<file path="src/source/jag_pkg.sv">
`default_nettype none

package jag_pkg;

	// ==============================
	// DDR port geometry
	// ==============================
	localparam int DDR_ADDR_W = 29;   // 64-bit word address
	localparam int DDR_DATA_W = 64;
	localparam int DDR_BE_W   = 8;    // One enable per byte

	// Console byte address bus
	localparam int ABUS_W = 24;

	// Upper word-address bits of the console region in DDR
	localparam logic [7:0] DDR_REGION = 8'h30;

	// ==============================
	// Host download
	// ==============================
	localparam logic [31:0] CART_BASE      = 32'h0080_0000; // Cart byte address
	localparam logic [5:0]  ROM_INDEX      = 6'd1;
	localparam logic [5:0]  BIOS_INDEX     = 6'd0;
	localparam logic [5:0]  BIOS_ALT_INDEX = 6'd2;          // Second menu entry for the BIOS

	// ==============================
	// BIOS ROM and checksum patch
	// ==============================
	localparam int BIOS_ADDR_W = 17;  // 128 KiB of bytes

	// BEQ at the cart checksum test, turned into BRA
	localparam logic [BIOS_ADDR_W-1:0] PATCH_ADDR   = 17'h0136E;
	localparam logic [7:0]             PATCH_OPCODE = 8'h60;

	// One DDR word, two views
	// Loader writes 16-bit lanes, fetch reads 32-bit halves
	// Lane 3 and half 1 sit in the top bits
	typedef union packed {
		logic [DDR_DATA_W/16-1:0][15:0] lane;
		logic [DDR_DATA_W/32-1:0][31:0] half;
	} ddr_word_t;

endpackage

`default_nettype wire

</file>
<file path="src/source/ddr_if.sv">
`timescale 1ns/1ps
`default_nettype none

// One requester's view of the DDR port
interface ddr_if import jag_pkg::*; ();

	logic [DDR_ADDR_W-1:0] addr;       // Word address
	logic                  rd;         // Held until accepted
	logic                  we;         // Held until accepted
	ddr_word_t             din;
	logic [DDR_BE_W-1:0]   be;
	logic                  busy;       // Request not taken this edge
	ddr_word_t             dout;
	logic                  dout_ready; // Single-cycle read return

	// Loader or fetch side
	modport requester (
		output addr, rd, we, din, be,
		input  busy, dout, dout_ready
	);

	// Arbiter side
	modport arbiter (
		input  addr, rd, we, din, be,
		output busy, dout, dout_ready
	);

endinterface

`default_nettype wire

</file>
<file path="src/source/ddr_arbiter.sv">
`timescale 1ns/1ps
`default_nettype none

module ddr_arbiter import jag_pkg::*; (
	input  wire logic                  load_active,
	input  wire logic                  ddr_busy,
	input  wire logic [DDR_DATA_W-1:0] ddr_dout,
	input  wire logic                  ddr_dout_ready,
	output logic [DDR_ADDR_W-1:0]      ddr_addr,
	output logic                       ddr_rd,
	output logic                       ddr_we,
	output logic [DDR_DATA_W-1:0]      ddr_din,
	output logic [DDR_BE_W-1:0]        ddr_be,
	ddr_if.arbiter                     loader,
	ddr_if.arbiter                     fetch
);

	// ==============================
	// Request mux
	// ==============================
	// Loader owns the port for the whole download
	always_comb begin
		if (load_active) begin
			ddr_addr = loader.addr;
			ddr_rd   = loader.rd;
			ddr_we   = loader.we;
			ddr_din  = loader.din;
			ddr_be   = loader.be;
		end else begin
			ddr_addr = fetch.addr;
			ddr_rd   = fetch.rd;
			ddr_we   = fetch.we;
			ddr_din  = fetch.din;
			ddr_be   = fetch.be;
		end
	end

	// ==============================
	// Busy steering
	// ==============================
	// Non-owner always sees busy, so it just waits
	assign loader.busy = load_active ? ddr_busy : 1'b1;
	assign fetch.busy  = load_active ? 1'b1 : ddr_busy;

	// Only fetch ever reads
	assign fetch.dout        = ddr_dout;
	assign fetch.dout_ready  = ddr_dout_ready;
	assign loader.dout       = '0;
	assign loader.dout_ready = 1'b0;

endmodule

`default_nettype wire

</file>
<file path="src/flat_wrapper.sv">
// flat-port wrapper written by rule: the top's interface ports become plain ports
module ddr_arbiter_flat import jag_pkg::*;
  (load_active, ddr_busy, ddr_dout, ddr_dout_ready, ddr_addr, ddr_rd, ddr_we, ddr_din, ddr_be, loader_addr, loader_rd, loader_we, loader_din, loader_be, loader_busy, loader_dout, loader_dout_ready, fetch_addr, fetch_rd, fetch_we, fetch_din, fetch_be, fetch_busy, fetch_dout, fetch_dout_ready);
  ddr_if loader_i ();
  ddr_if fetch_i ();
  input  wire logic load_active;
  input  wire logic ddr_busy;
  input  wire logic [DDR_DATA_W-1:0] ddr_dout;
  input  wire logic ddr_dout_ready;
  output logic [DDR_ADDR_W-1:0] ddr_addr;
  output logic ddr_rd;
  output logic ddr_we;
  output logic [DDR_DATA_W-1:0] ddr_din;
  output logic [DDR_BE_W-1:0] ddr_be;
  input wire logic [$bits(loader_i.addr)-1:0] loader_addr;
  input wire logic [$bits(loader_i.rd)-1:0] loader_rd;
  input wire logic [$bits(loader_i.we)-1:0] loader_we;
  input wire logic [$bits(loader_i.din)-1:0] loader_din;
  input wire logic [$bits(loader_i.be)-1:0] loader_be;
  output wire logic [$bits(loader_i.busy)-1:0] loader_busy;
  output wire logic [$bits(loader_i.dout)-1:0] loader_dout;
  output wire logic [$bits(loader_i.dout_ready)-1:0] loader_dout_ready;
  input wire logic [$bits(fetch_i.addr)-1:0] fetch_addr;
  input wire logic [$bits(fetch_i.rd)-1:0] fetch_rd;
  input wire logic [$bits(fetch_i.we)-1:0] fetch_we;
  input wire logic [$bits(fetch_i.din)-1:0] fetch_din;
  input wire logic [$bits(fetch_i.be)-1:0] fetch_be;
  output wire logic [$bits(fetch_i.busy)-1:0] fetch_busy;
  output wire logic [$bits(fetch_i.dout)-1:0] fetch_dout;
  output wire logic [$bits(fetch_i.dout_ready)-1:0] fetch_dout_ready;
  assign loader_i.addr = loader_addr;
  assign loader_i.rd = loader_rd;
  assign loader_i.we = loader_we;
  assign loader_i.din = loader_din;
  assign loader_i.be = loader_be;
  assign loader_busy = loader_i.busy;
  assign loader_dout = loader_i.dout;
  assign loader_dout_ready = loader_i.dout_ready;
  assign fetch_i.addr = fetch_addr;
  assign fetch_i.rd = fetch_rd;
  assign fetch_i.we = fetch_we;
  assign fetch_i.din = fetch_din;
  assign fetch_i.be = fetch_be;
  assign fetch_busy = fetch_i.busy;
  assign fetch_dout = fetch_i.dout;
  assign fetch_dout_ready = fetch_i.dout_ready;
  ddr_arbiter u_core (.load_active(load_active), .ddr_busy(ddr_busy), .ddr_dout(ddr_dout), .ddr_dout_ready(ddr_dout_ready), .ddr_addr(ddr_addr), .ddr_rd(ddr_rd), .ddr_we(ddr_we), .ddr_din(ddr_din), .ddr_be(ddr_be), .loader(loader_i), .fetch(fetch_i));
endmodule
</file>
<file path="config.mk">
export PLATFORM = sky130hd
export DESIGN_NAME = ddr_arbiter_flat
export DESIGN_NICKNAME = d
export VERILOG_FILES = /design/src/source/jag_pkg.sv /design/src/source/ddr_if.sv /design/src/source/ddr_arbiter.sv /design/src/flat_wrapper.sv
export SDC_FILE = /design/constraint.sdc
export NUM_CORES = 1
export LEC_CHECK = 0
export ABC_AREA = 1
export BUFFER_PORTS_ARGS = -buffer_cell sky130_fd_sc_hd__buf_2
export CORE_AREA = 8 8 189 191
export DETAILED_ROUTE_END_ITERATION = 10
export DIE_AREA = 0 0 197 199
export GPL_ROUTABILITY_DRIVEN = 0
export PLACE_DENSITY_LB_ADDON = 0.08
export RECOVER_POWER = 25
export SYNTH_ARGS = -nofsm -noshare
export SYNTH_HDL_FRONTEND = slang
export SYNTH_SLANG_ARGS = --single-unit
</file>
<file path="constraint.sdc">
create_clock -name vclk -period 0.8
set_input_delay 0.08 -clock vclk [all_inputs]
set_output_delay 0.08 -clock vclk [all_outputs]
set_load 0.1 [all_outputs]
</file>
Word level (Yosys, flattened, before mapping)
Index checks and enable logic that the tools add are counted. W data, S select, Z words.

Multiplexer cells: 7.

Operators with widths (number): $mux W64 (1); $mux W29 (1); $mux W8 (1); $mux W1 (4).

Bits in registers: 0. Output and inout port bits: 235.

Longest topological paths before layout
Word-level depth: 1. Depth in mapped cells: 6. Gate-level depth less buffers: 3.

Worst setup path after synthesis
OpenSTA, ideal clock, no wires.

Path kind: input-to-output. Start point: input port load_active. End point: output port ddr_be[0]. Arrival: 1.230 ns. Data required time: 0.720 ns. Setup slack: -0.510 ns. Stages on the path: 6. Path buffers: 3. Cells stage by stage: buf_4 > inv_2 > buf_6 > buf_6 > nand2_1 > nand2_1.

Cells in the longest elaborated chain, start to end: 1.

RTL lines: start, declared (line flat_wrapper.sv:6) `input wire logic load_active;`; $mux W8 (line ddr_arbiter.sv:23) `if (load_active) begin`; end, declared (line flat_wrapper.sv:14) `output logic [DDR_BE_W-1:0] ddr_be;`.

No other way between the ends.

Worst setup path in the final report
Start point: input port load_active. End point: output port ddr_din[37].

Cells in the longest elaborated chain, start to end: 1.

RTL lines: $mux W64 (line ddr_arbiter.sv:23); end, declared (line flat_wrapper.sv:13) `output logic [DDR_DATA_W-1:0] ddr_din;`.

No other way between the ends.

==> results.yml <==
outcome:
  status: "finished with violations"
  violations: "setup timing"
synth:
  seq_area_frac_synth_pct: 0
  avgSynthCellArea_sq_um: 4.97
  syn_inst: 467
  netlist_area_sq_um: 2320
  yosysWarnings: 0
  synth_cell_types: 8
detailed_routing:
  first_iter_violations: 58
  wire_per_inst_microns: 16.5
  wirelength_microns: 19400
  via_count: 3581
  final_antenna_net_count: 0
  drc: 0
  via_per_inst: 3.04
  drtPass1Iterations: 4
die:
  die-height_microns: 199
  start_util_pct: 7.07
  core_sq_um: 32900
  fp.dieArea_sq_um: 39200
  ios: 508
  rows: 67
  die_w_microns: 197
finish:
  seqCellArea_sq_um: 0
  n_fill_cell: 3568
  nets: 1003
  area_growth_pct: 265
  n_clock_buffer: 0
  seq_cell_count: 0
  final_util_pct: 25.8
  final_layout_size_suffix_gt1_share_pct: 85.9
  multi_input_area_sq_um: 3950
placed_design:
  pre_cts_slack_ps: -376
  hpwl_microns: 15900
  port_buffers: 313
setup_path:
  cp.arrival_ps: 980
  crit_path_max_fanout: 6
  critPathKind: "in -> out"
  start_kind: "input pin"
  worstPathRequired_ps: 720
  cp-end-kind: "output port"
timing:
  rsz0062_at_grt: "true"
  drv_slew: 0
  whs_ps: 160
  hold_violations: 0
  setup_tns_ps: -20530
  fin_crit_sh_pct: 133
  finalCriticalPeriod_ps: 1060
  setup_slack_ps: -264
  setup_viol: 105
  max_freq_ghz: 0.940
grt:
  overflow: 0
  grt_max_degree: 26
  antenna_found_initial: 3
  grt_pass1_vias: 3847
  grt_usage_pct: 8.83
  grt_pass1_wl_microns: 26200
power:
  ir_drop_mv: 0.492
  power_mw: 9.67
  leakage_nw: 3.90
  pwr_density_cell_nw_per_um2: 1140
worst_hold_path:
  hp-start: "ddr_dout[22]"
  hold_path_end: "fetch_dout[22]"
  hp-class: "in -> out"
  min_path_cells: 0
cts:
  ctsHoldBuffers: 0
run:
  drv_cap: 0
-- final cells by class --
cell class                 instances  area share [%]
multi-input combinational        376            46.6
timing repair buffer             350            46.4
tap                              448            6.62
inverter                           2           0.281
antenna                            2          0.0591
-- worst max-delay path by stage --
| stage | from | slack (ps) | end | cells after the start |
|---|---|---|---|---|
| floorplan | load_active | -250 | ddr_be[0] | 6 |
| global placement | load_active | -380 | fetch_busy | 6 |
| detailed placement | load_active | -380 | fetch_busy | 6 |
| CTS | load_active | -280 | ddr_din[30] | 7 |
| global route | load_active | -290 | ddr_din[6] | 7 |
| finish | load_active | -260 | ddr_din[37] | 7 |
-- worst max-delay path, cell delays in order --
cell     delay, ps
buf_12         120
buf_12         140
buf_12         150
buf_16         150
nand2_2        110
nand2_8         60
buf_12         160
-- synthesized netlist by cell type --
cell type,n,area [sq um]
buf_4,134,1010
inv_1,1,3.75
conb_1,1,3.75
clkbuf_1,1,3.75
buf_2,11,55.1
nand2_1,311,1170
buf_6,7,78.8
inv_2,1,3.75
-- metrics by stage --
stage / instance area [sq um] / instances
after CTS: 8010 / 1168
after floorplan: 4390 / 531
after detailed placement: 7160 / 1156
final: 8470 / 1178
after global routing: 8460 / 1176
after global placement: 7160 / 1156
-- power breakdown --
| part | switching, mW | internal [mW] | total (mW) |
|---|---|---|---|
| logic | 6.51 | 3.16 | 9.67 |
| clock network | 0 | 0.000000335 | 0.000000335 |
| registers | 0 | 0 | 0 |
| total | 6.51 | 3.16 | 9.67 |
-- layout by cell type (no fill, tap or decap), drive strengths merged --
master,Yosys,final
inv,2,2
bufbuf,0,1
nand2,311,311
buf,152,343
clkbuf,1,6
diode,0,2
conb,1,65
-- routing by layer --
layer  routed length (microns)  up-vias  track usage, %  share of wire (%)
li1                          -     1721               -                  -
met1                      6470     1596            9.47                 33
met2                     10300      240            15.8                 53
met3                      2440       20            4.62                 13
met4                       140        4           0.697               0.72
met5                        23        -               0               0.12
-- cell families (layout without fill, tap and decap cells) --
group                  count (synthesis)  count (layout)  share of synthesized area [%]
other                                  1              67                          0.161
buffers and inverters                155             352                           49.6
AND/OR/NAND/NOR                      311             311                           50.3
-- repair_timing --
| item | in CTS | in global routing |
|---|---|---|
| gates resized for setup | 167 | 70 |
| gates cloned | 8 | 6 |
| pin swaps | 10 | 15 |
| setup buffers | 4 | 2 |
| endpoints found under the hold margin | 0 | 0 |
| setup endpoints to repair | 105 | 105 |
Note: power is estimated with default switching activity, not from simulation.
