<file path="src/source/jag_pkg.sv">
`default_nettype none

package jag_pkg;

	// ==============================
	// DDR port geometry
	// ==============================
	localparam int DDR_ADDR_W = 29;   // 64-bit word address
	localparam int DDR_DATA_W = 64;
	localparam int DDR_BE_W   = 8;    // One enable per byte

	// Console byte address bus
	localparam int ABUS_W = 24;

	// Upper word-address bits of the console region in DDR
	localparam logic [7:0] DDR_REGION = 8'h30;

	// ==============================
	// Host download
	// ==============================
	localparam logic [31:0] CART_BASE      = 32'h0080_0000; // Cart byte address
	localparam logic [5:0]  ROM_INDEX      = 6'd1;
	localparam logic [5:0]  BIOS_INDEX     = 6'd0;
	localparam logic [5:0]  BIOS_ALT_INDEX = 6'd2;          // Second menu entry for the BIOS

	// ==============================
	// BIOS ROM and checksum patch
	// ==============================
	localparam int BIOS_ADDR_W = 17;  // 128 KiB of bytes

	// BEQ at the cart checksum test, turned into BRA
	localparam logic [BIOS_ADDR_W-1:0] PATCH_ADDR   = 17'h0136E;
	localparam logic [7:0]             PATCH_OPCODE = 8'h60;

	// One DDR word, two views
	// Loader writes 16-bit lanes, fetch reads 32-bit halves
	// Lane 3 and half 1 sit in the top bits
	typedef union packed {
		logic [DDR_DATA_W/16-1:0][15:0] lane;
		logic [DDR_DATA_W/32-1:0][31:0] half;
	} ddr_word_t;

endpackage

`default_nettype wire

</file>
<file path="src/source/ddr_if.sv">
`timescale 1ns/1ps
`default_nettype none

// One requester's view of the DDR port
interface ddr_if import jag_pkg::*; ();

	logic [DDR_ADDR_W-1:0] addr;       // Word address
	logic                  rd;         // Held until accepted
	logic                  we;         // Held until accepted
	ddr_word_t             din;
	logic [DDR_BE_W-1:0]   be;
	logic                  busy;       // Request not taken this edge
	ddr_word_t             dout;
	logic                  dout_ready; // Single-cycle read return

	// Loader or fetch side
	modport requester (
		output addr, rd, we, din, be,
		input  busy, dout, dout_ready
	);

	// Arbiter side
	modport arbiter (
		input  addr, rd, we, din, be,
		output busy, dout, dout_ready
	);

endinterface

`default_nettype wire

</file>
<file path="src/source/cart_fetch.sv">
`timescale 1ns/1ps
`default_nettype none

module cart_fetch import jag_pkg::*; (
	input  wire logic              clk_sys,
	input  wire logic              reset,
	input  wire logic [ABUS_W-1:0] abus,
	input  wire logic              cart_ce_n,
	output logic                   xwaitl,
	output logic [31:0]            cart_q,
	ddr_if.requester               ddr
);

	logic                  old_ce_n;
	logic [ABUS_W-1:0]     old_abus;
	logic                  rd_req;      // Pending DDR read
	logic [DDR_ADDR_W-1:0] rd_addr;
	logic                  half_sel;    // abus[2] at the start
	logic                  wait_latch;  // Low while data is outstanding
	logic [31:0]           cart_q_r;    // Last returned half
	logic [31:0]           ret_half;
	logic                  rd_start;

	// New cycle on CE fall, or a new address while CE stays low
	assign rd_start = ~cart_ce_n & (old_ce_n | (abus != old_abus));

	// ==============================
	// Read request and wait
	// ==============================
	always_ff @(posedge clk_sys) begin
		if (reset) begin
			old_ce_n   <= 1'b1;
			old_abus   <= '0;
			rd_req     <= 1'b0;
			wait_latch <= 1'b1;   // Console runs free out of reset
		end else begin
			old_ce_n <= cart_ce_n;
			old_abus <= abus;

			if (rd_req && !ddr.busy)
				rd_req <= 1'b0;   // Accepted

			if (rd_start) begin
				rd_req     <= 1'b1;
				wait_latch <= 1'b0;   // Hold the core
			end else if (ddr.dout_ready) begin
				wait_latch <= 1'b1;
			end
		end
	end

	// Address and half chosen at the start, stable until accepted
	always_ff @(posedge clk_sys) begin
		if (rd_start) begin
			rd_addr  <= {DDR_REGION, abus[23:3]};
			half_sel <= abus[2];
		end
		if (ddr.dout_ready)
			cart_q_r <= ret_half;
	end

	// Even long word is the upper half
	assign ret_half = half_sel ? ddr.dout.half[0] : ddr.dout.half[1];

	// Data and release show up together in the return cycle
	assign cart_q = ddr.dout_ready ? ret_half : cart_q_r;
	assign xwaitl = ddr.dout_ready | wait_latch;

	assign ddr.addr = rd_addr;
	assign ddr.rd   = rd_req;
	assign ddr.we   = 1'b0;
	assign ddr.din  = '0;
	assign ddr.be   = '1;   // DDR side wants all enables on reads

endmodule

`default_nettype wire

</file>
<file path="src/flat_wrapper.sv">
// flat-port wrapper written by rule: the top's interface ports become plain ports
module cart_fetch_flat import jag_pkg::*;
  (clk_sys, reset, abus, cart_ce_n, xwaitl, cart_q, ddr_addr, ddr_rd, ddr_we, ddr_din, ddr_be, ddr_busy, ddr_dout, ddr_dout_ready);
  ddr_if ddr_i ();
  input  wire logic clk_sys;
  input  wire logic reset;
  input  wire logic [ABUS_W-1:0] abus;
  input  wire logic cart_ce_n;
  output logic xwaitl;
  output logic [31:0] cart_q;
  output wire logic [$bits(ddr_i.addr)-1:0] ddr_addr;
  output wire logic [$bits(ddr_i.rd)-1:0] ddr_rd;
  output wire logic [$bits(ddr_i.we)-1:0] ddr_we;
  output wire logic [$bits(ddr_i.din)-1:0] ddr_din;
  output wire logic [$bits(ddr_i.be)-1:0] ddr_be;
  input wire logic [$bits(ddr_i.busy)-1:0] ddr_busy;
  input wire logic [$bits(ddr_i.dout)-1:0] ddr_dout;
  input wire logic [$bits(ddr_i.dout_ready)-1:0] ddr_dout_ready;
  assign ddr_addr = ddr_i.addr;
  assign ddr_rd = ddr_i.rd;
  assign ddr_we = ddr_i.we;
  assign ddr_din = ddr_i.din;
  assign ddr_be = ddr_i.be;
  assign ddr_i.busy = ddr_busy;
  assign ddr_i.dout = ddr_dout;
  assign ddr_i.dout_ready = ddr_dout_ready;
  cart_fetch u_core (.clk_sys(clk_sys), .reset(reset), .abus(abus), .cart_ce_n(cart_ce_n), .xwaitl(xwaitl), .cart_q(cart_q), .ddr(ddr_i));
endmodule
</file>
<file path="config.mk">
export PLATFORM = sky130hd
export DESIGN_NAME = cart_fetch_flat
export DESIGN_NICKNAME = d
export VERILOG_FILES = /design/src/source/jag_pkg.sv /design/src/source/ddr_if.sv /design/src/source/cart_fetch.sv /design/src/flat_wrapper.sv
export SDC_FILE = /design/constraint.sdc
export NUM_CORES = 1
export LEC_CHECK = 0
export BUFFER_PORTS_ARGS = -buffer_cell sky130_fd_sc_hd__buf_2
export CAP_MARGIN = 20
export CELL_PAD_IN_SITES_DETAIL_PLACEMENT = 0
export CELL_PAD_IN_SITES_GLOBAL_PLACEMENT = 2
export CORE_AREA = 2 2 126 128
export CTS_BUF_LIST = sky130_fd_sc_hd__clkbuf_4 sky130_fd_sc_hd__clkbuf_8 sky130_fd_sc_hd__clkbuf_16
export DETAILED_ROUTE_END_ITERATION = 8
export DIE_AREA = 0 0 128 130
export PLACE_DENSITY = 0.76
export SLEW_MARGIN = 40
export SYNTH_ARGS = -nofsm -noshare
export SYNTH_HDL_FRONTEND = slang
export SYNTH_SLANG_ARGS = --single-unit
</file>
<file path="constraint.sdc">
create_clock -name clk_sys -period 2.4 [get_ports clk_sys]
set_input_delay 0.24 -clock clk_sys [delete_from_list [all_inputs] [get_ports clk_sys]]
set_output_delay 0.24 -clock clk_sys [all_outputs]
set_load 0.01 [all_outputs]
</file>
* Yosys cells after proc, flatten, opt, wreduce, memory -nomap -nowiden *
Cells that the tools add are included.

operators by class
  reductions and logical operators = 4
  multiplexer cells = 6
  bitwise logic cells = 4
  eq/ne operators = 1

operators by type and width
  cell                number
  two-way mux 32 bit  2
  != test 24 bit      1
  two-way mux 1 bit   4
  nonzero test 2 bit  2
  OR 1 bit            2
  AND 1 bit           1
  logical AND 1 bit   1
  zero test 1 bit     1
  NOT 1 bit           1

word-level totals
  output and inout port bits = 136
  register bits = 81
  word-level logic and storage cells = 22
  bits of input ports = 93

* Longest topological paths before layout *
Gate-level depths: netlist (run 1).

  word-level depth = 4
  depth in mapped cells = 4
  gate-level depth less buffers = 4

* Least setup slack after synthesis (run 1) *
OpenSTA, ideal clock, no wires.

  path type = flip-flop to flip-flop
  start = register u_core.old_abus[1]
  end = register u_core.rd_addr[0] (netlist: u_core.ddr.addr[0]) (enable)
  required time = 1991 ps
  stages on the path, launching flop included = 5
  path buffers = 0
  arrival time = 1812 ps
  clock period less this slack = 2220 ps
  library setup time = 409 ps
  slack = 180 ps
  path through = dfxtp_1 -> xor2_1 -> nor4_1 -> and4_1 -> a21oi_1

on the way
  longest elaborated chain between the ends = 3

ends and longest elaborated chain
  what                       RTL line          text
  from (decl)                cart_fetch.sv:15  logic [ABUS_W-1:0] old_abus;
  from (signal assigned)     cart_fetch.sv:38  old_abus <= abus;
  != test 24 bit             cart_fetch.sv:25  assign rd_start = ~cart_ce_n & (old_ce_n | (abus != old_abus));
  OR 1 bit                   cart_fetch.sv:25
  AND 1 bit                  cart_fetch.sv:25
  named net u_core.rd_start  cart_fetch.sv:22  logic rd_start;
  to (signal assigned)       cart_fetch.sv:55  rd_addr <= {DDR_REGION, abus[23:3]};
  to (decl)                  cart_fetch.sv:17  logic [DDR_ADDR_W-1:0] rd_addr;

The timed path passes the listed nets, and every way through them passes these cells.
A chain may end at the register's enable or synchronous reset.

* Final worst setup path (run 1) *
  start = register u_core.half_sel
  end = output cart_q[13]

on the way
  longest elaborated chain between the ends = 2

ends and longest elaborated chain
  what                    RTL line            text
  from (decl)             cart_fetch.sv:18    logic half_sel;
  from (signal assigned)  cart_fetch.sv:56    half_sel <= abus[2];
  two-way mux 32 bit      cart_fetch.sv:63    assign ret_half = half_sel ? ddr.dout.half[0] : ddr.dout.half[1];
  two-way mux 32 bit      cart_fetch.sv:66    assign cart_q = ddr.dout_ready ? ret_half : cart_q_r;
  to (decl)               flat_wrapper.sv:10  output logic [31:0] cart_q;

Every way passes these cells.

==> impl_summary.md, run 1 <==
Timing
Setup repair after global routing left no endpoint under its margin. The worst-case headroom to the max-slew limit is 65.8%. Final hold analysis gives a worst-case slack of 0.111 ns. The number of pins exceeding their max-slew limit in the final report came to 0.

The final critical-path setup slack is between 0.6 and 0.7 ns. The total negative slack is 0 ns. Derived from the worst setup path, the maximum achievable clock frequency is 559 MHz. Across the routed clock network, the largest skew measured is 0.00428 ns. The slew at the pin closest to its max-slew limit is 0.513 ns. Setup violations remaining at the end of the flow were counted as 0. The minimum period implied by the final worst setup slack is 1.79 ns. The final number of hold-violating endpoints is 0. The share of the clock period used by the worst path after layout is 74.5%.

Route
The routed via count divided by cell count is 3.65. The total number of vias is 2492. The remaining antenna violation count after routing is 0. The total detailed-routing wirelength is 7700 um.

The first detailed-routing pass ran for 4 iterations. The DRC marker count from the first detailed-route iteration is 76. In the final routed layout, each cell accounts on average for 11.3 um. In the routed design, unresolved DRC markers number 0.

Floorplanning
The number of rows created at floorplan is 46. The die is 128 um wide. The number of I/O pins is 229.

The region available for standard cell placement spans 15400 um^2. The area of the die is 16600 um^2. The die is approximately 130 um tall. Once the floorplan was initialized, standard cells occupied 23.3% of the core.

Placement
The worst slack after detailed placement is 0.581 ns. The area after detailed placement is about 4300 um^2. Routability-driven placement finished with a final weighted congestion of 0.745.

The HPWL reported at the end of detailed placement is 5950 um. Input and output buffers added on the ports amount to 147. Including well taps, the total number of placed cells is 666.

Final layout
After the last flow step, the layout net total stands at 578. The share of cells above drive strength 1 is 34.7%. The repair_antennas step left the layout with diodes totalling 0. At the end of the flow the core is filled with cells to 29.4%. The finished layout holds 682 standard cells, fillers aside.

The layout overhead on the synthesized area is 26.1%. The final design instance area without fill is 4540 um^2.

Clocking
At the later pin of the worst-skew pair, clock insertion delay measures roughly 0.34 ns. CTS built an H-tree with a depth of 3. TritonCTS built the clock tree. Clock tree synthesis found a total of 81 sinks. In this run, post-CTS repair resized a total of 0 instances. The clock slew at the register clock pins of the worst setup and hold paths is approximately 0.06 ns. The setup fix buffers added after clock tree synthesis is 0. The number of clock buffers added by TritonCTS is 9.

CTS placed an instance of sky130_fd_sc_hd__clkbuf_16 at the clock tree root. In this run the deepest clock path goes through 2 buffers. In this run, post-CTS hold repair placed 0 buffers.

Worst setup path
The critical path arrival is 1.55 ns. The critical path data required time is about 2.2 ns. STA classifies the critical path startpoint as a flop. The maximum fanout along the worst path is 32. STA classifies the critical path endpoint as a primary output. The critical path start-end classification is flop to primary output.

For flop-to-flop paths, the worst setup slack is 0.68 ns.

Power and ir drop
The total power is ~3.4 mW. The power density of the placed cells is 739 nW/um^2. Across the VDD grid, the largest voltage drop is 0.460 mV. The analysis attributes to cell leakage a power of roughly 2.2 nW.

Synthesis
In this run, synthesis produced a sequential element count of 81. The proportion of synthesized chip area in sequential cells is 51.2%. The area of the mapped netlist is 3600 um^2. Yosys mapped the design onto 25 distinct sky130hd cell types.

Of all flip-flops after synthesis, the portion carrying an async set or reset was 0%. Synthesis produced a netlist whose cell count is 338. A synthesized cell averages 10.6 um^2. Yosys mapped a number of flops with a built-in enable equal to 22. The count of yosys warnings during synthesis is 0.

For this run, the leading register cell type out of synthesis is sky130_fd_sc_hd__dfxtp_1.

GRT
The maximum number of pins on one net before global-route repair is 65. The initial antenna violation count came to 0. The first global-routing pass estimated 11400 um of wire.

The via count of the first global-routing pass is between 2000 and 2500. The total congestion overflow is 0. In the global route stage, overall resource usage came out at 9.03%.

Run
The max-cap violation count is 0.

Status
The run finished with clean final reports.

Min path
The path class of the tightest hold or removal check is input port to flop.
layer usage:
metal	up-vias	track usage (%)	wire, um
met5	-	0	0
met4	0	4.27	128
met3	8	4.18	717
met2	127	15.5	3760
met1	1100	9.45	3090
li1	1257	-	-
Yosys cell counts, types with 2 or more instances:
master,number,area (um^2)
sky130_fd_sc_hd__buf_2,2,10.0
sky130_fd_sc_hd__a21oi_1,33,165
sky130_fd_sc_hd__xor2_1,13,114
sky130_fd_sc_hd__nand4_1,2,12.5
sky130_fd_sc_hd__edfxtp_1,22,661
sky130_fd_sc_hd__nor4_1,2,12.5
sky130_fd_sc_hd__nor4b_1,2,17.5
sky130_fd_sc_hd__nor2b_1,24,150
sky130_fd_sc_hd__xnor2_1,11,96.3
sky130_fd_sc_hd__conb_1,2,7.51
sky130_fd_sc_hd__clkbuf_1,7,26.3
sky130_fd_sc_hd__mux2i_1,32,320
sky130_fd_sc_hd__buf_4,84,631
sky130_fd_sc_hd__dfxtp_1,59,1180
sky130_fd_sc_hd__nor2_1,33,124
logic make-up (layout without fill, tap and decap cells):
| logic type | after synthesis | in the layout | synth area share [%] |
|---|---|---|---|
| compound gates | 35 | 35 | 5.11 |
| simple gates | 70 | 70 | 10.1 |
| other cells | 2 | 81 | 0.209 |
| buf+inv | 94 | 167 | 18.6 |
| flops | 81 | 81 | 51.2 |
| mux | 32 | 32 | 8.90 |
| xor+xnor | 24 | 24 | 5.84 |
final timing paths:
kind | startpoint | depth (start not counted) | to
max | u_core.half_sel$_DFFE_PP_ | 4 | cart_q[13]
min | abus[16] | 1 | u_core.ddr.addr[13]$_DFFE_PP_
max reg2reg | u_core.old_abus[16]$_SDFF_PP0_ | 5 | u_core.ddr.addr[11]$_DFFE_PP_
min reg2reg | u_core.cart_q_r[3]$_DFF_P_ | 2 | u_core.cart_q_r[3]$_DFF_P_
final cells by class:
type	instances	area [um^2]
clock buffer	9	225
clock inverter	7	52.6
fill	1636	10900
multi-input combinational	242	1390
sequential	81	1840
tap	192	240
timing repair buffer	151	791
flip-flops by register name, summed over array words and instances, names as in the netlist:
signal             cells
u_core.wait_latch      1
u_core.cart_q_r       32
u_core.old_abus       24
u_core.ddr.addr       21
u_core.old_ce_n        1
u_core.ddr.rd          1
u_core.half_sel        1
placed cells by master (no fill, tap or decap), drive strengths merged:
cell / synthesis / layout
inv: 0 / 3
and4: 1 / 1
a221o: 1 / 1
a221oi: 1 / 1
mux2i: 32 / 32
nand3: 1 / 1
nor3: 1 / 1
nor2: 33 / 33
clkbuf: 7 / 9
nor4b: 2 / 2
clkinv: 0 / 3
nor2b: 24 / 24
nand2: 1 / 1
xnor2: 11 / 11
edfxtp: 22 / 22
nor4: 3 / 3
xor2: 13 / 13
dfxtp: 59 / 59
or2: 2 / 2
a21oi: 33 / 33
nand4: 2 / 2
buf: 87 / 151
clkinvlp: 0 / 1
conb: 2 / 81
power breakdown:
part | total, mW | leakage, nW | switching (mW) | internal [mW]
clock network | 1.27 | 0.137 | 0.566 | 0.709
registers | 1.56 | 0.710 | 0.0333 | 1.52
logic | 0.519 | 1.32 | 0.302 | 0.217
total | 3.35 | 2.16 | 0.901 | 2.45
worst max-delay path, cell delays in order, from the launching register on:
cell	delay (ns)
sky130_fd_sc_hd__edfxtp_1	0.41
sky130_fd_sc_hd__buf_12	0.19
sky130_fd_sc_hd__mux2i_1	0.15
sky130_fd_sc_hd__a21oi_1	0.24
sky130_fd_sc_hd__buf_2	0.18
Note: power is estimated with default switching activity, not from simulation.
==> inputs of run 2 (changes only) <==
--- a/config.mk
+++ b/config.mk
@@ -9,11 +9,11 @@
 export CAP_MARGIN = 20
 export CELL_PAD_IN_SITES_DETAIL_PLACEMENT = 0
 export CELL_PAD_IN_SITES_GLOBAL_PLACEMENT = 2
-export CORE_AREA = 2 2 126 128
+export CORE_AREA = 2 2 134 136
 export CTS_BUF_LIST = sky130_fd_sc_hd__clkbuf_4 sky130_fd_sc_hd__clkbuf_8 sky130_fd_sc_hd__clkbuf_16
 export DETAILED_ROUTE_END_ITERATION = 8
-export DIE_AREA = 0 0 128 130
-export PLACE_DENSITY = 0.76
+export DIE_AREA = 0 0 136 138
+export PLACE_DENSITY = 0.7
 export SLEW_MARGIN = 40
 export SYNTH_ARGS = -nofsm -noshare
 export SYNTH_HDL_FRONTEND = slang
==> constraint.sdc (replaced) <==
create_clock -name clk_sys -period 1.5 [get_ports clk_sys]
set_input_delay 0.15 -clock clk_sys [delete_from_list [all_inputs] [get_ports clk_sys]]
set_output_delay 0.15 -clock clk_sys [all_outputs]
set_load 0.01 [all_outputs]
==> run 2 against run 1 <==
Sequential power increased by 60%. Hold slack worse by 0.093 ns. Combinational power grew 76%. Sequential share of layout area shrank 2.4 points. Die area up 13%. Design area up 6.4%. Via count is 4.3% higher. Count of clock-buffer cells in the layout grew 1. Largest cell class unchanged. Clock skew is 0.0070 ns higher. Core utilization shrank 1.9 points. Flip-flop and latch count did not move. The flow now finishes with violations (negative setup slack).
==> impl_summary.md, run 2 (synthesis gave the netlist of run 1 again) <==
Status
The run finished, with violations left. The final reports fail on negative setup slack.

Clocking
The clock insertion delay at the later pin of the skew report is 0.34 ns. The deepest level of the CTS H-tree is 3. In this run, CTS created clock tree buffers numbering 9. No sink is reached through more buffers than the 2 on the longest clock path. The TritonCTS clock tree is yes. The sink count of the clock tree is 81. Clock-pin slew was measured on the worst setup and hold paths at 0.06 ns. The root buffer cell is sky130_fd_sc_hd__clkbuf_16.

Floorplanning
The placeable core area is 17500 um^2. The starting density of the core is between 20% and 30%. The die height is 138 um. After floorplanning, the core was divided into 49 placement rows. The die is 136 um wide. The die covers 18800 um^2.

The number of I/O pins is 229.

Worst setup path
The critical path data required time is roughly 1.4 ns. The maximum fanout along the worst path is 24. The capturing element type of the critical path is a primary output. STA puts the critical path data arrival time at roughly 1.6 ns.

The worst register-to-register path begins at u_core.old_abus[5]$_SDFF_PP0_. STA classifies the critical path startpoint as a flop. The critical path start-end classification is flop to primary output. The critical path starts at u_core.half_sel$_DFFE_PP_.

Final layout
The layout overhead on the synthesized area is 34.2%. u_core.cart_q_r holds more flip-flops than any other register. The commonest non-fill, non-tap cell in the layout is sky130_fd_sc_hd__buf_2.

For this run, the share of the core covered by cells in the final layout is 27.5%. The number of fill cells is 1872. In the final design database the tool counted between 500 and 600 nets. Cells with a size suffix above 1 make up 38.6% of the layout. The number of antenna repair diodes is 0. Leaving out fill and tap cells, the most frequent cells in the layout are sky130_fd_sc_hd__buf_2 (147), sky130_fd_sc_hd__conb_1 (81), sky130_fd_sc_hd__dfxtp_1 (57), sky130_fd_sc_hd__nor2_1 (33). The register with the most flip-flops in the layout has 32 of them.

Route
After detailed routing, the number of vias per cell comes to 3.52. The routed wirelength normalized by instance count is 11.0 um. The detail route stage leaves a number of antenna-violating nets equal to 0. The first detailed-routing pass took 4 iterations.

The number of remaining DRC errors is 0. Summed over all layers, the routed wires come to 8110 um. The DRC marker count from the first detailed-route iteration is 39. The routed layout has between 2000 and 3000 vias.

GRT
For this run the aggregate overflow at the end of global routing stands at 0. The overall routing resource usage is 8.42%. The initial antenna violation count is 0. The via count of the first global-routing pass came to 2370. The maximum number of pins on one net before global-route repair is 65. The wire length of the first global-routing pass is 12200 um.

Timing
The number of pins exceeding their max-slew limit in the final report is 0. The routed design could run at a clock period as short as 1.71 ns. Once routing completed, OpenROAD measured the worst setup slack at -0.206 ns. The worst-case headroom to the max-slew limit is about two thirds.

The maximum clock skew at final layout is 0.0113 ns. The share of the clock period used by the worst path after layout is 114%. Setup violations remaining at the end of the flow were counted as 54. The upper clock frequency limit is 586 MHz. Setup repair after global routing could not meet its margin everywhere. For the pin with the worst max-slew slack, the measured transition is 0.503 ns. The final number of hold-violating endpoints is 0.

Min path
The path class of the tightest hold or removal check is input port to flop. The startpoint identified for the worst hold timing path is abus[14].

Power and ir drop
The power density of the placed cells is 1170 nW/um^2. The combinational share of power is between 10% and 20%. Summed over all nets, the switching power comes to 1.45 mW. IR analysis of the VDD net gives a maximum drop of 0.451 mV. The relative contribution of the clock network to total power is 39.6%. For this design the static power due to leakage is 2.28 nW. Cell internal power was estimated by the tool at about 4.2 mW. The register share of total power is 44.2%. In this run switching power makes up between 20% and 30% of total power. The design draws 5.64 mW.

Placement
The HPWL reported at the end of detailed placement is between 6000 and 7000 um. At the end of routability-driven placement, the weighted congestion stood at 0.719. Input and output buffers added on the ports amount to 147.

Run
Max-cap violations in this run came to 0.
run 2: changes by cell type in the layout (fill, tap and decap cells not counted), sizes merged:
cell / before / now
buf: 151 / 170
bufinv: 0 / 1
clkbuf: 9 / 10
clkinv: 3 / 2
dlygate4sd3: 0 / 1
inv: 3 / 2
run 2: layout make-up:
| class | instances | area, um^2 | share of cell area [%] |
|---|---|---|---|
| multi-input combinational | 242 | 1420 | 29.5 |
| clock buffer | 10 | 239 | 4.95 |
| tap | 229 | 287 | 5.93 |
| timing repair buffer | 171 | 971 | 20.1 |
| sequential | 81 | 1840 | 38.2 |
| clock inverter | 6 | 63.8 | 1.32 |
run 2: final timing paths:
check	cells past startpoint	end	slack, ns
worst min-delay path	1	u_core.ddr.addr[11]$_DFFE_PP_	0.02
worst max-delay path	4	cart_q[31]	-0.21
worst max register to register	6	u_core.ddr.addr[1]$_DFFE_PP_	-0.16
worst min register to register	2	u_core.cart_q_r[10]$_DFF_P_	0.47
run 2: per-stage QoR:
step,TNS [ns],setup slack [ns],hold WS [ns],std cells,area [um^2]
finish,-7.87,-0.206,0.0185,739,4830
global route,-12.76,-0.303,0.00840,739,4830
CTS,-10.21,-0.265,0.00446,731,4760
detailed placement,-6.47,-0.284,0.369,712,4390
global placement,-6.41,-0.282,0.367,712,4390
floorplan,-0.870,-0.0396,0.214,417,3910
run 2: what timing repair did:
item,in CTS,in global routing
cloned,0,0
hold buffers,1,0
setup endpoints to repair,56,56
endpoints found under the hold margin,1,0
resized for setup,10,2
pin swaps,5,7
buffers inserted,2,8
run 2: worst max-delay path: stages (launching register included):
cell                       delay, ns
sky130_fd_sc_hd__edfxtp_1       0.41
sky130_fd_sc_hd__buf_12         0.22
sky130_fd_sc_hd__mux2i_2        0.30
sky130_fd_sc_hd__a21oi_2        0.10
sky130_fd_sc_hd__buf_2          0.16
run 2: power groups by stage:
stage	combinational, mW	clock (mW)	sequential (mW)
after floorplan	0.615	0	2.56
after global placement	0.857	0	2.54
after detailed placement	0.866	0	2.54
after CTS	0.892	2.35	2.50
after global routing	1.02	2.44	2.51
final	0.912	2.24	2.49
run 2: metal layers:
layer	wire [um]	share of wire (%)	track usage [%]	vias up
met3	787	9.7	3.41	12
met4	159	2.0	4.22	0
met1	3260	40	9.39	1166
li1	-	-	-	1299
met2	3910	48	13.8	123
met5	0	0	0	-
