## src/source/jag_pkg.sv

```systemverilog
`default_nettype none

package jag_pkg;

	// ==============================
	// DDR port geometry
	// ==============================
	localparam int DDR_ADDR_W = 29;   // 64-bit word address
	localparam int DDR_DATA_W = 64;
	localparam int DDR_BE_W   = 8;    // One enable per byte

	// Console byte address bus
	localparam int ABUS_W = 24;

	// Upper word-address bits of the console region in DDR
	localparam logic [7:0] DDR_REGION = 8'h30;

	// ==============================
	// Host download
	// ==============================
	localparam logic [31:0] CART_BASE      = 32'h0080_0000; // Cart byte address
	localparam logic [5:0]  ROM_INDEX      = 6'd1;
	localparam logic [5:0]  BIOS_INDEX     = 6'd0;
	localparam logic [5:0]  BIOS_ALT_INDEX = 6'd2;          // Second menu entry for the BIOS

	// ==============================
	// BIOS ROM and checksum patch
	// ==============================
	localparam int BIOS_ADDR_W = 17;  // 128 KiB of bytes

	// BEQ at the cart checksum test, turned into BRA
	localparam logic [BIOS_ADDR_W-1:0] PATCH_ADDR   = 17'h0136E;
	localparam logic [7:0]             PATCH_OPCODE = 8'h60;

	// One DDR word, two views
	// Loader writes 16-bit lanes, fetch reads 32-bit halves
	// Lane 3 and half 1 sit in the top bits
	typedef union packed {
		logic [DDR_DATA_W/16-1:0][15:0] lane;
		logic [DDR_DATA_W/32-1:0][31:0] half;
	} ddr_word_t;

endpackage

`default_nettype wire

```

## src/source/ddr_if.sv

```systemverilog
`timescale 1ns/1ps
`default_nettype none

// One requester's view of the DDR port
interface ddr_if import jag_pkg::*; ();

	logic [DDR_ADDR_W-1:0] addr;       // Word address
	logic                  rd;         // Held until accepted
	logic                  we;         // Held until accepted
	ddr_word_t             din;
	logic [DDR_BE_W-1:0]   be;
	logic                  busy;       // Request not taken this edge
	ddr_word_t             dout;
	logic                  dout_ready; // Single-cycle read return

	// Loader or fetch side
	modport requester (
		output addr, rd, we, din, be,
		input  busy, dout, dout_ready
	);

	// Arbiter side
	modport arbiter (
		input  addr, rd, we, din, be,
		output busy, dout, dout_ready
	);

endinterface

`default_nettype wire

```

## src/source/cart_loader.sv

```systemverilog
`timescale 1ns/1ps
`default_nettype none

module cart_loader import jag_pkg::*; (
	input  wire logic       clk_sys,
	input  wire logic       reset,
	input  wire logic       ioctl_download,
	input  wire logic       ioctl_wr,
	input  wire logic [7:0] ioctl_index,
	input  wire logic [15:0] ioctl_data,
	output logic            ioctl_wait,
	output logic            load_active,
	ddr_if.requester        ddr
);

	logic              old_download;
	logic [ABUS_W-1:0] loader_addr;   // Byte address of the next word
	logic              loader_we;     // Pending DDR write
	logic [15:0]       wr_data;       // Word captured from the host
	logic [15:0]       data_bs;
	logic              accept;
	ddr_word_t         wr_word;

	wire rom_index = (ioctl_index[5:0] == ROM_INDEX);
	wire dl_start  = ~old_download & ioctl_download & rom_index;
	wire dl_end    = old_download & ~ioctl_download;

	assign accept = loader_we & ~ddr.busy;  // Taken this edge

	// ==============================
	// Download tracking and write request
	// ==============================
	always_ff @(posedge clk_sys) begin
		if (reset) begin
			old_download <= 1'b0;
			load_active  <= 1'b0;
			loader_we    <= 1'b0;
			ioctl_wait   <= 1'b0;
			loader_addr  <= CART_BASE[ABUS_W-1:0];
		end else begin
			old_download <= ioctl_download;

			if (dl_start) begin
				loader_addr <= CART_BASE[ABUS_W-1:0]; // Cart lives at 8 MiB
				load_active <= 1'b1;
			end

			if (accept) begin
				loader_we   <= 1'b0;
				ioctl_wait  <= 1'b0;                  // Host may send the next word
				loader_addr <= loader_addr + 2'd2;    // One 16-bit word per write
			end

			if (ioctl_download && ioctl_wr && rom_index) begin
				loader_we  <= 1'b1;
				ioctl_wait <= 1'b1;   // Stall host until DDR takes it
			end

			if (dl_end) begin
				load_active <= 1'b0;
				ioctl_wait  <= 1'b0;
				loader_we   <= 1'b0;  // Nothing left to commit
			end
		end
	end

	// Host data only changes on ioctl_wr
	always_ff @(posedge clk_sys) begin
		if (ioctl_wr && rom_index)
			wr_data <= ioctl_data;
	end

	// Host sends little endian words, console wants big endian
	assign data_bs      = {wr_data[7:0], wr_data[15:8]};
	assign wr_word.lane = {4{data_bs}};   // Same word in every lane, be picks one

	always_comb begin
		case (loader_addr[2:1])
			2'd0:    ddr.be = 8'b1100_0000;   // Offset 0 -> lane 3
			2'd1:    ddr.be = 8'b0011_0000;
			2'd2:    ddr.be = 8'b0000_1100;
			default: ddr.be = 8'b0000_0011;   // Offset 6 -> lane 0
		endcase
	end

	assign ddr.addr = {DDR_REGION, loader_addr[23:3]};
	assign ddr.din  = wr_word;
	assign ddr.we   = loader_we;
	assign ddr.rd   = 1'b0;         // Write-only requester

endmodule

`default_nettype wire

```

## src/flat_wrapper.sv

```systemverilog
// flat-port wrapper written by rule: the top's interface ports become plain ports
module cart_loader_flat import jag_pkg::*;
  (clk_sys, reset, ioctl_download, ioctl_wr, ioctl_index, ioctl_data, ioctl_wait, load_active, ddr_addr, ddr_rd, ddr_we, ddr_din, ddr_be, ddr_busy, ddr_dout, ddr_dout_ready);
  ddr_if ddr_i ();
  input  wire logic clk_sys;
  input  wire logic reset;
  input  wire logic ioctl_download;
  input  wire logic ioctl_wr;
  input  wire logic [7:0] ioctl_index;
  input  wire logic [15:0] ioctl_data;
  output logic ioctl_wait;
  output logic load_active;
  output wire logic [$bits(ddr_i.addr)-1:0] ddr_addr;
  output wire logic [$bits(ddr_i.rd)-1:0] ddr_rd;
  output wire logic [$bits(ddr_i.we)-1:0] ddr_we;
  output wire logic [$bits(ddr_i.din)-1:0] ddr_din;
  output wire logic [$bits(ddr_i.be)-1:0] ddr_be;
  input wire logic [$bits(ddr_i.busy)-1:0] ddr_busy;
  input wire logic [$bits(ddr_i.dout)-1:0] ddr_dout;
  input wire logic [$bits(ddr_i.dout_ready)-1:0] ddr_dout_ready;
  assign ddr_addr = ddr_i.addr;
  assign ddr_rd = ddr_i.rd;
  assign ddr_we = ddr_i.we;
  assign ddr_din = ddr_i.din;
  assign ddr_be = ddr_i.be;
  assign ddr_i.busy = ddr_busy;
  assign ddr_i.dout = ddr_dout;
  assign ddr_i.dout_ready = ddr_dout_ready;
  cart_loader u_core (.clk_sys(clk_sys), .reset(reset), .ioctl_download(ioctl_download), .ioctl_wr(ioctl_wr), .ioctl_index(ioctl_index), .ioctl_data(ioctl_data), .ioctl_wait(ioctl_wait), .load_active(load_active), .ddr(ddr_i));
endmodule
```

## config.mk

```make
export PLATFORM = sky130hd
export DESIGN_NAME = cart_loader_flat
export DESIGN_NICKNAME = d
export VERILOG_FILES = /design/src/source/jag_pkg.sv /design/src/source/ddr_if.sv /design/src/source/cart_loader.sv /design/src/flat_wrapper.sv
export SDC_FILE = /design/constraint.sdc
export NUM_CORES = 1
export LEC_CHECK = 0
export BUFFER_PORTS_ARGS = -buffer_cell sky130_fd_sc_hd__buf_2
export CORE_UTILIZATION = 35
export CTS_CLUSTER_SIZE = 12
export DETAILED_ROUTE_END_ITERATION = 7
export PLACE_DENSITY = 0.82
export SYNTH_ARGS = -nofsm -noshare
export SYNTH_HDL_FRONTEND = slang
export SYNTH_SLANG_ARGS = --single-unit
export TNS_END_PERCENT = 50
```

## constraint.sdc

```tcl
create_clock -name clk_sys -period 1.6 [get_ports clk_sys]
set_clock_uncertainty 0.1 [all_clocks]
set_input_delay 0.08 -clock clk_sys [delete_from_list [all_inputs] [get_ports clk_sys]]
set_output_delay 0.08 -clock clk_sys [all_outputs]
set_load 0.05 [all_outputs]
```

# ---- Yosys cells after proc, flatten, opt, wreduce, memory -nomap -nowiden
# Cells that the tools add are included.
dict set report totals {
  ff_bits 43
  in_bits 94
  out_inout_bits 105
  word_cells 28
}
dict set report op_classes {
  bitwise_logic 7
  n_mux 5
  n_reduce_logical 7
  eq_ne 3
  n_addsub 1
}
# operator count
set op_table {}
lappend op_table {{24-bit two-way mux} 2}
lappend op_table {{24-bit by 2-bit adder with 24-bit output, second input constant} 1}
lappend op_table {{8-bit case mux with 3 select lines} 1}
lappend op_table {{6-bit by 1-bit == test with 1-bit output, second input constant} 1}
lappend op_table {{1-bit AND} 4}
lappend op_table {{2-bit nonzero test} 2}
lappend op_table {{1-bit logical AND} 3}
lappend op_table {{1-bit inverter} 3}
lappend op_table {{2-bit by 1-bit == test with 1-bit output, second input constant} 1}
lappend op_table {{2-bit == test, second input constant} 1}
lappend op_table {{2-bit logical NOT} 1}
lappend op_table {{1-bit two-way mux} 2}
lappend op_table {{2-bit OR reduction} 1}

# ---- Longest topological paths before layout
# Gate-level depths: netlist (run 1).
dict set report depth {
  word_depth 5
  depth_mapped 6
}

# ---- Worst setup path before layout (run 1)
# Ideal clock, no wire load.
dict set report synth_path {
  path_kind {reg-to-reg}
  start {register u_core.ioctl_wait (netlist name)}
  end {register u_core.loader_addr[23]}
  path_stages_with_launch 6
  period_less_slack_ns 1.811
  arrival_ns 1.642
  slack_ns -0.211
  path_cell_list {dfxtp_1 -> and4b_1 -> buf_4 -> nand4_4 -> o311ai_2 -> a21boi_1}
}
# item line_no
set synth_rtl {}
lappend synth_rtl {{end signal: assignment} cart_loader.sv:39} ;# loader_addr <= CART_BASE[ABUS_W-1:0];
lappend synth_rtl {{end signal: assignment} cart_loader.sv:44} ;# loader_addr <= CART_BASE[ABUS_W-1:0];
lappend synth_rtl {{end signal: assignment} cart_loader.sv:51} ;# loader_addr <= loader_addr + 2'd2;
lappend synth_rtl {{end: declaration} cart_loader.sv:17} ;# logic [ABUS_W-1:0] loader_addr;

# ---- Worst setup path after layout (run 1)
dict set report layout_path {
  start {register u_core.loader_addr[2]}
  end {register u_core.loader_addr[17]}
}
dict set report layout_between {
  elab_chain_len 2
}
# item line_no
set layout_lines {}
lappend layout_lines {{24-bit by 2-bit adder with 24-bit output} cart_loader.sv:51}
lappend layout_lines {{24-bit two-way mux} cart_loader.sv:48} ;# if (accept) begin
# No other way between the ends.
# A chain may end at the register's enable or synchronous reset.

==> results of run 1 <==
==> power by group through the flow <==
stage / Sequential (uW) / Combinational, uW / Clock, uW
2_1_floorplan: 1150 / 126 / 0
3_3_place_gp: 1140 / 164 / 0
3_5_place_dp: 1140 / 166 / 0
4_1_cts: 1110 / 201 / 737
5_1_grt: 1110 / 217 / 775
6_report: 1110 / 206 / 715
==> layout make-up <==
class,count,area (um^2)
multi-input combinational,120,872
tap,96,120
clock buffer,7,86.3
timing repair buffer,169,1020
inverter,4,15.0
clock inverter,1,5.00
fill,633,3670
sequential,42,1010
==> path summary, 6_finish.rpt <==
check,to,slack (ps)
worst max-delay path,u_core.loader_addr[17]$_SDFFE_PP0P_,6
worst max register to register,u_core.loader_addr[17]$_SDFFE_PP0P_,6
worst min register to register,u_core.loader_addr[23]$_SDFFE_PP1P_,370
worst min-delay path,u_core.ioctl_wait$_SDFFE_PP0P_,40
==> cell usage in the layout (no fill, tap or decap), types with 4 or more instances in the layout <==
master         synthesis  final
a21oi_1                6      5
and3_1                 4      4
buf_2                  4    122
buf_4                 84     29
clkbuf_8               0      6
conb_1                 2      9
dfxtp_1               26     23
dlygate4sd3_1          0     17
edfxtp_1              16     16
ha_1                   5      4
inv_1                  4      4
nand2_1               10     10
nand3_1               13     13
nand4_1                8      8
nor2_1                 9      9
o211ai_1               5      5
o31ai_1                4      4
o41ai_1                7      6
==> worst min-delay path, stage by stage <==
cell and delay (ps):
buf_2 140, a32oi_1 100, nor2_1 70
==> metal layers <==
| layer | part of all wire, % | global-route usage (%) | vias up |
|---|---|---|---|
| met5 | 0 | 0 | - |
| met2 | 54 | 27.0 | 85 |
| met4 | 2.2 | 6.52 | 0 |
| met1 | 39 | 16.5 | 970 |
| met3 | 5.6 | 3.75 | 11 |
| li1 | - | - | 982 |
==> cell families (layout without fill, tap and decap cells) <==
group	count (synthesis)	after routing	share of synthesized area [%]
buffers and inverters	95	181	27.8
adders and majority gates	5	5	2.54
other	2	9	0.305
AOI/OAI and AO/OA	34	34	10.6
xor gates and xnor gates	3	3	1.07
and+or+nand+nor	67	67	16.3
DFF	42	42	40.6
muxes	2	2	0.812
==> stage by stage <==
step / instances / hold slack [ps] / utilization [%]
after detailed placement: 413 / 158 / 41.2
after global routing: 439 / 64.7 / 46.0
after global placement: 413 / 158 / 41.2
after floorplan: 257 / 78.9 / -
final: 439 / 38.9 / 46.0
after CTS: 439 / 17.2 / 45.4
==> timing repair <==
item,in CTS,in global routing
buffers inserted,1,0
hold endpoints to repair,18,0
pin swaps,0,0
cloned,0,0
resized for setup,4,11
setup endpoints to repair,6,9
hold buffers,17,0
==> registers in the layout, summed over array words and instances, names as in the netlist <==
register and cells:
u_core.loader_addr 23, u_core.old_download 1, u_core.wr_data 16, u_core.ioctl_wait 1, u_core.load_active 1
==> results.cfg, run 1 <==
[synth]
synth.top_cells.by_count = buf_4 (84), dfxtp_1 (26), edfxtp_1 (16)
ys_ff_latch = 42
synth_edf_count = 16
synth_top_area_cell = buf_4
synth_ff_type = dfxtp_1
ys_types = 43
synth_cells = 250
ys_warn_count = 0
seq_area_frac_synth_pct = 40.6
synthArstFlopShare_pct = 0
synth_top_area_share_pct = 25.6
synth_area_per_cell_um2 = 9.86
synth_area_leaders = buf_4 (26%), dfxtp_1 (21%), edfxtp_1 (19%)
netlist_area_mm2 = 0.00246
yosysMostFrequentCell = buf_4

[detailed_routing]
vias = 2048
wl_per_cell_um = 13.2
dr.first_iter.drc_count = 53
vias_per_cell = 4.67
wl_um = 5790
antenna_left = 0
drt_first_pass_iters = 4
drc = 0

[setup_path]
path_max_fanout = 9
cp.buffers_inverters = 0
cp_top_family = simple AND/OR/NAND/NOR gates
crit_start = u_core.loader_addr[2]$_SDFFE_PP0P_
reg2reg_depth = 4
start_kind = register
rr_startpoint = u_core.loader_addr[2]$_SDFFE_PP0P_
cp_slowest_cell = o41ai_1
path_depth = 4
crit_path_end_kind = register
cp_cell_sequence = ha_4, and4b_2, nand4_4, o41ai_1
max_stage_delay_ps = 400
cp_data_required_time_ps = 1650
worstPathArrival_ps = 1650
critPathKind = register to register

[global_routing]
antenna_found_initial = 0
grt_pass1_vias = 1850
globalRouteOverflowTotal = 0
grt_use_total_pct = 14.9
grt_max_degree = 24
grt_pass1_wl_um = 8560

[power_and_ir_drop]
pwr_density_cell_mw_per_mm2 = 650
p_sw_uw = 504
power_uw = 2030
p_seq_share_pct = 54.7
clock_power_share_pct = 35.2
combPwrFrac_pct = 10.1
intPower_uw = 1530
swShare_pct = 24.8
cellLeakagePower_uw = 0.00144
peakVddDrop_mv = 0.331

[floorplan]
rows = 30
core-area_mm2 = 0.00679
chipHeight_um = 85.9
io_pins = 199
dieArea_mm2 = 0.00738
initial_core_util_pct = 36.3
die_w_um = 85.9

[sta]
finalCritPeriodShare_pct = 99.6
tns_ps = 0
setup_viol = 0
fin_crit_ps = 1590
fmax_mhz = 627
hold_viol_final = 0
drv_slew = 0
post-route-worst-setup-slack_ps = 6.11
rsz0062_at_grt = yes

[finish]
final_area_mm2 = 0.00313
diodes = 0
drive_above_1_share_pct = 52.5
layout.nets = 441
areaGrowthSynthToFinish_pct = 26.9

[clocking]
cts_sinks = 42
clk_latency_ps = 290
cts_buffers = 5
path_clk_slew_ps = 80
cts-htree-levels = 2
cts_tree = done
cts_buffer_depth = 2
cts-root-buf = clkbuf_8

[min_path]
min_path_cells = 3
min_path_type = input port to register
hold_start = ddr_busy

[run_status]
outcome = complete, no violations

[placed_design]
portBuffers = 122
place_area_mm2 = 0.00280
routabilityCongestion = 0.810
place_ws_ps = -116
dp_hpwl_um = 4210

[job]
max_cap_violations = 0
Note: power is estimated with default switching activity, not from simulation.
==> run 2, diff against run 1 <==
Settings changed: CORE_UTILIZATION 35 to 36, PLACE_DENSITY 0.82 to 0.84, SETUP_SLACK_MARGIN from default to 0.05.
==> results.cfg, run 2 (synthesis gave the netlist of run 1 again) <==
[run_status]
outcome = complete, but fails checks
violations = design-rule violations

[global_routing]
grt_use_total_pct = 15.3
globalRouteOverflowTotal = 0
antenna_found_initial = 0
grt_pass1_wl_um = 8760
grt_max_degree = 24
grt_pass1_vias = 1850

[min_path]
min_path_cells = 3
min_path_type = input port to register

[finish]
layout.nets = 441
reg_top3 = u_core.loader_addr: 23 flops, u_core.wr_data: 16 flops
diodes = 0
regMostFlops = u_core.loader_addr
areaGrowthSynthToFinish_pct = 27.5
final_common_cell = buf_2
drive_above_1_share_pct = 53.9
largest_reg_flops = 23
final_cell_mix = buf_2 (121), buf_4 (28), dfxtp_1 (19)
fin_cells = 420

[sta]
finalCritPeriodShare_pct = 95.1
tns_ps = 0
fin_crit_ps = 1520
rsz0062_at_grt = yes
post-route-worst-setup-slack_ps = 77.8
max_slew.worst_pin.slew_ps = 653
drv_slew = 0
max-slew-margin-rel_pct = 56.3
fin_hold_ws_ps = 62.2
fmax_mhz = 657
setup_viol = 0
hold_viol_final = 0

[placed_design]
dp_hpwl_um = 4250
routabilityCongestion = 0.822
portBuffers = 122
place_ws_ps = -194
place_inst = 392

[clocking]
cts-htree-levels = 2
cts-root-buf = clkbuf_8
cts_buffer_depth = 2
clk_latency_ps = 290
cts_buffers = 5
cts_sinks = 42
path_clk_slew_ps = 70
cts_tree = done

[setup_path]
cp_data_required_time_ps = 1420
reg2reg_depth = 5
crit_path_end_kind = primary output
path_max_fanout = 5
cp_cell_sequence = buf_4, inv_1, ha_1, buf_2
max_stage_delay_ps = 370
critPathKind = register to primary output
cp_slowest_cell = dfxtp_4
start_kind = register
worstPathArrival_ps = 1340

[floorplan]
dieArea_mm2 = 0.00718
io_pins = 199
rows = 29
die_w_um = 84.7
core-area_mm2 = 0.00649
initial_core_util_pct = 38.0
chipHeight_um = 84.7

[detailed_routing]
vias = 2075
vias_per_cell = 4.94
met3_length_um = 358
wl_met2_um = 3100
highest_layer = met4
drc = 13
antenna_left = 0
wl_um = 5910
wl_per_cell_um = 14.1
drt_first_pass_iters = 7
dr.first_iter.drc_count = 136
wl_met1_um = 2380

[power_and_ir_drop]
peakVddDrop_mv = 0.340
pwr_density_cell_mw_per_mm2 = 629
cellLeakagePower_uw = 0.00144
power_uw = 1980

[job]
max_cap_violations = 0
==> run 2: power breakdown <==
| group | switching [uW] | total [uW] | leakage, uW | internal, uW |
|---|---|---|---|---|
| clock | 346 | 657 | 0.0000395 | 310 |
| combinational | 137 | 209 | 0.00104 | 72.2 |
| sequential | 3.74 | 1110 | 0.000358 | 1110 |
| total | 487 | 1980 | 0.00144 | 1490 |
==> run 2: through the flow <==
step,cell area [um^2],utilization [%]
CTS,3070,47.2
global route,3140,48.4
global placement,2770,42.6
floorplan,2510,-
detailed placement,2770,42.6
finish,3140,48.4
==> run 2: worst max-delay path, delay by kind of cell, from the launching register on <==
family / cells / cell delay [ps]
buffers and inverters: 3 / 500
flip-flops: 1 / 370
adder cells (fa/ha/maj): 1 / 190
==> run 2: final cells by class <==
| class | instances | area [um^2] |
|---|---|---|
| multi-input cells | 122 | 927 |
| inverters | 4 | 15.0 |
| well taps | 77 | 96.3 |
| flip-flops and latches | 42 | 1020 |
| fillers | 581 | 3350 |
| repair buffers | 167 | 1010 |
| clock buffers | 8 | 80.1 |
==> run 2: metal layers <==
layer | GRT usage (%) | vias to the layer above
met1 | 17.9 | 992
met4 | 4.01 | 0
li1 | - | 990
met5 | 0 | -
met2 | 28.2 | 86
met3 | 3.34 | 7
==> run 2: path summary, 6_finish.rpt <==
check / from / end / slack, ps
worst min register to register: u_core.loader_addr[23]$_SDFFE_PP1P_ / u_core.loader_addr[23]$_SDFFE_PP1P_ / 360
worst min-delay path: ddr_busy / u_core.ioctl_wait$_SDFFE_PP0P_ / 60
worst max-delay path: u_core.loader_addr[1]$_SDFFE_PP0P_ / ddr_be[6] / 80
worst max register to register: u_core.old_download$_SDFF_PP0_ / u_core.loader_addr[22]$_SDFFE_PP0P_ / 100
==> run 2: timing repair <==
action                                  4_1_cts  5_1_grt
setup buffers                                 0        1
hold endpoints to repair                     18        0
endpoints found under the setup margin       14       10
pin swaps                                     2        3
hold buffers                                 17        0
gates cloned                                  1        1
resized for setup                             9       16
==> run 3, diff against run 2 <==
Settings changed: RECOVER_POWER from default to 50, SLEW_MARGIN from default to 25.
==> results.cfg, run 3 (synthesis gave the netlist of run 1 again) <==
[run_status]
outcome = complete, but fails checks
violations = design-rule violations

[finish]
drive_above_1_share_pct = 36.7
regMostFlops = u_core.loader_addr
final_area_mm2 = 0.00307
areaGrowthSynthToFinish_pct = 24.5
reg_top3 = u_core.loader_addr: 23 flops, u_core.wr_data: 16 flops
diodes = 0
fin_cells = 420
layout.nets = 441
final_cell_mix = clkbuf_1 (62), buf_2 (61), buf_4 (28)
largest_reg_flops = 23
final_common_cell = clkbuf_1
post-route-util_pct = 47.2

[placed_design]
place_inst = 392
place_area_mm2 = 0.00277
portBuffers = 122
dp_hpwl_um = 4250
routabilityCongestion = 0.822

[setup_path]
worstPathArrival_ps = 1340
critPathKind = register to primary output
crit_start = u_core.loader_addr[1]$_SDFFE_PP0P_
r2r_slack_ps = 100
start_kind = register
rr_startpoint = u_core.loader_addr[2]$_SDFFE_PP0P_
cp_data_required_time_ps = 1420
path_max_fanout = 5
crit_path_end = ddr_be[6]
reg2reg_depth = 5
crit_path_end_kind = primary output
r2r_end = u_core.loader_addr[23]$_SDFFE_PP1P_

[detailed_routing]
vias = 2099
drt_first_pass_iters = 7
vias_per_cell = 5.00
dr.first_iter.drc_count = 122
wl_per_cell_um = 14.2
drc = 13
wl_um = 5980
antenna_left = 0

[floorplan]
rows = 29
dieArea_mm2 = 0.00718
chipHeight_um = 84.7
io_pins = 199
core-area_mm2 = 0.00649
die_w_um = 84.7
initial_core_util_pct = 38.0

[power_and_ir_drop]
clock_power_share_pct = 33.1
cellLeakagePower_uw = 0.00127
combPwrFrac_pct = 10.5
p_seq_share_pct = 56.4
pwr_density_cell_mw_per_mm2 = 642
peakVddDrop_mv = 0.341
power_uw = 1970
swShare_pct = 24.5
intPower_uw = 1490
p_sw_uw = 482

[min_path]
min_path_type = input port to register

[sta]
setup_viol = 0
max_slew.worst_pin.slew_ps = 654
hold_viol_final = 0
tns_ps = 0
drv_slew = 0
rsz0062_at_grt = yes
finalCritPeriodShare_pct = 94.8
fmax_mhz = 659
max-slew-margin-rel_pct = 56.3
fin_crit_ps = 1520

[global_routing]
use_met1_pct = 17.9
grt_use_met3_pct = 3.34
use_met2_pct = 28.2
grt_most_used_layer = met2
globalRouteOverflowTotal = 0
grt_pass1_wl_um = 8760
grt_pass1_vias = 1850
grt_use_total_pct = 15.3
antenna_found_initial = 0
grt_max_degree = 24

[clocking]
clk_latency_ps = 280
cts_buffer_depth = 2
cts-root-buf = clkbuf_8
cts_tree = done
cts_buffers = 5
cts-htree-levels = 2
path_clk_slew_ps = 70
cts_sinks = 42

[job]
max_cap_violations = 0
run 3: timing repair:
action / CTS / global route
endpoints found under the setup margin: 14 / 10
setup buffers: 0 / 1
gates resized for setup: 9 / 16
hold endpoints to repair: 18 / 0
pin swaps: 2 / 3
hold buffers: 17 / 0
cloned: 1 / 1
run 3: metal layers:
metal | up-vias | part of all wire, %
met2 | 88 | 53
met3 | 4 | 6.4
met4 | 0 | 0.79
met1 | 1015 | 40
li1 | 992 | -
met5 | - | 0
run 3: power groups by stage:
stage | Combinational [uW] | Sequential, uW | Clock (uW)
2_1_floorplan | 126 | 1140 | 0
3_3_place_gp | 161 | 1130 | 0
3_5_place_dp | 164 | 1130 | 0
4_1_cts | 201 | 1110 | 681
5_1_grt | 216 | 1110 | 721
6_report | 207 | 1110 | 651
run 3: layout make-up:
class                      instances  area [um^2]
timing repair buffer             167          932
sequential                        42         1020
multi-input combinational        122          927
tap                               77         96.3
clock buffer                       8         80.1
fill                             628         3430
inverter                           4         15.0
run 3: stage by stage:
step	setup WS [ps]	hold WS, ps
floorplan	50.6	78.9
global route	5.82	61.4
detailed placement	-194	158
finish	83.1	61.2
CTS	14.7	39.3
global placement	-94.5	158
run 3: worst min path at each step:
stage	from	end	slack (ps)	depth (start not counted)
floorplan	ioctl_data[0]	u_core.wr_data[0]$_DFFE_PP_	80	0
global placement	ioctl_data[9]	u_core.wr_data[9]$_DFFE_PP_	160	1
detailed placement	ioctl_data[2]	u_core.wr_data[2]$_DFFE_PP_	160	1
CTS	ddr_busy	u_core.ioctl_wait$_SDFFE_PP0P_	40	3
global route	ddr_busy	u_core.ioctl_wait$_SDFFE_PP0P_	60	3
finish	ddr_busy	u_core.ioctl_wait$_SDFFE_PP0P_	60	3
run 3: critical path: stages, from the launching register on:
cell and delay [ps]:
dfxtp_4 370, buf_4 140, inv_1 90, ha_1 190, buf_2 270
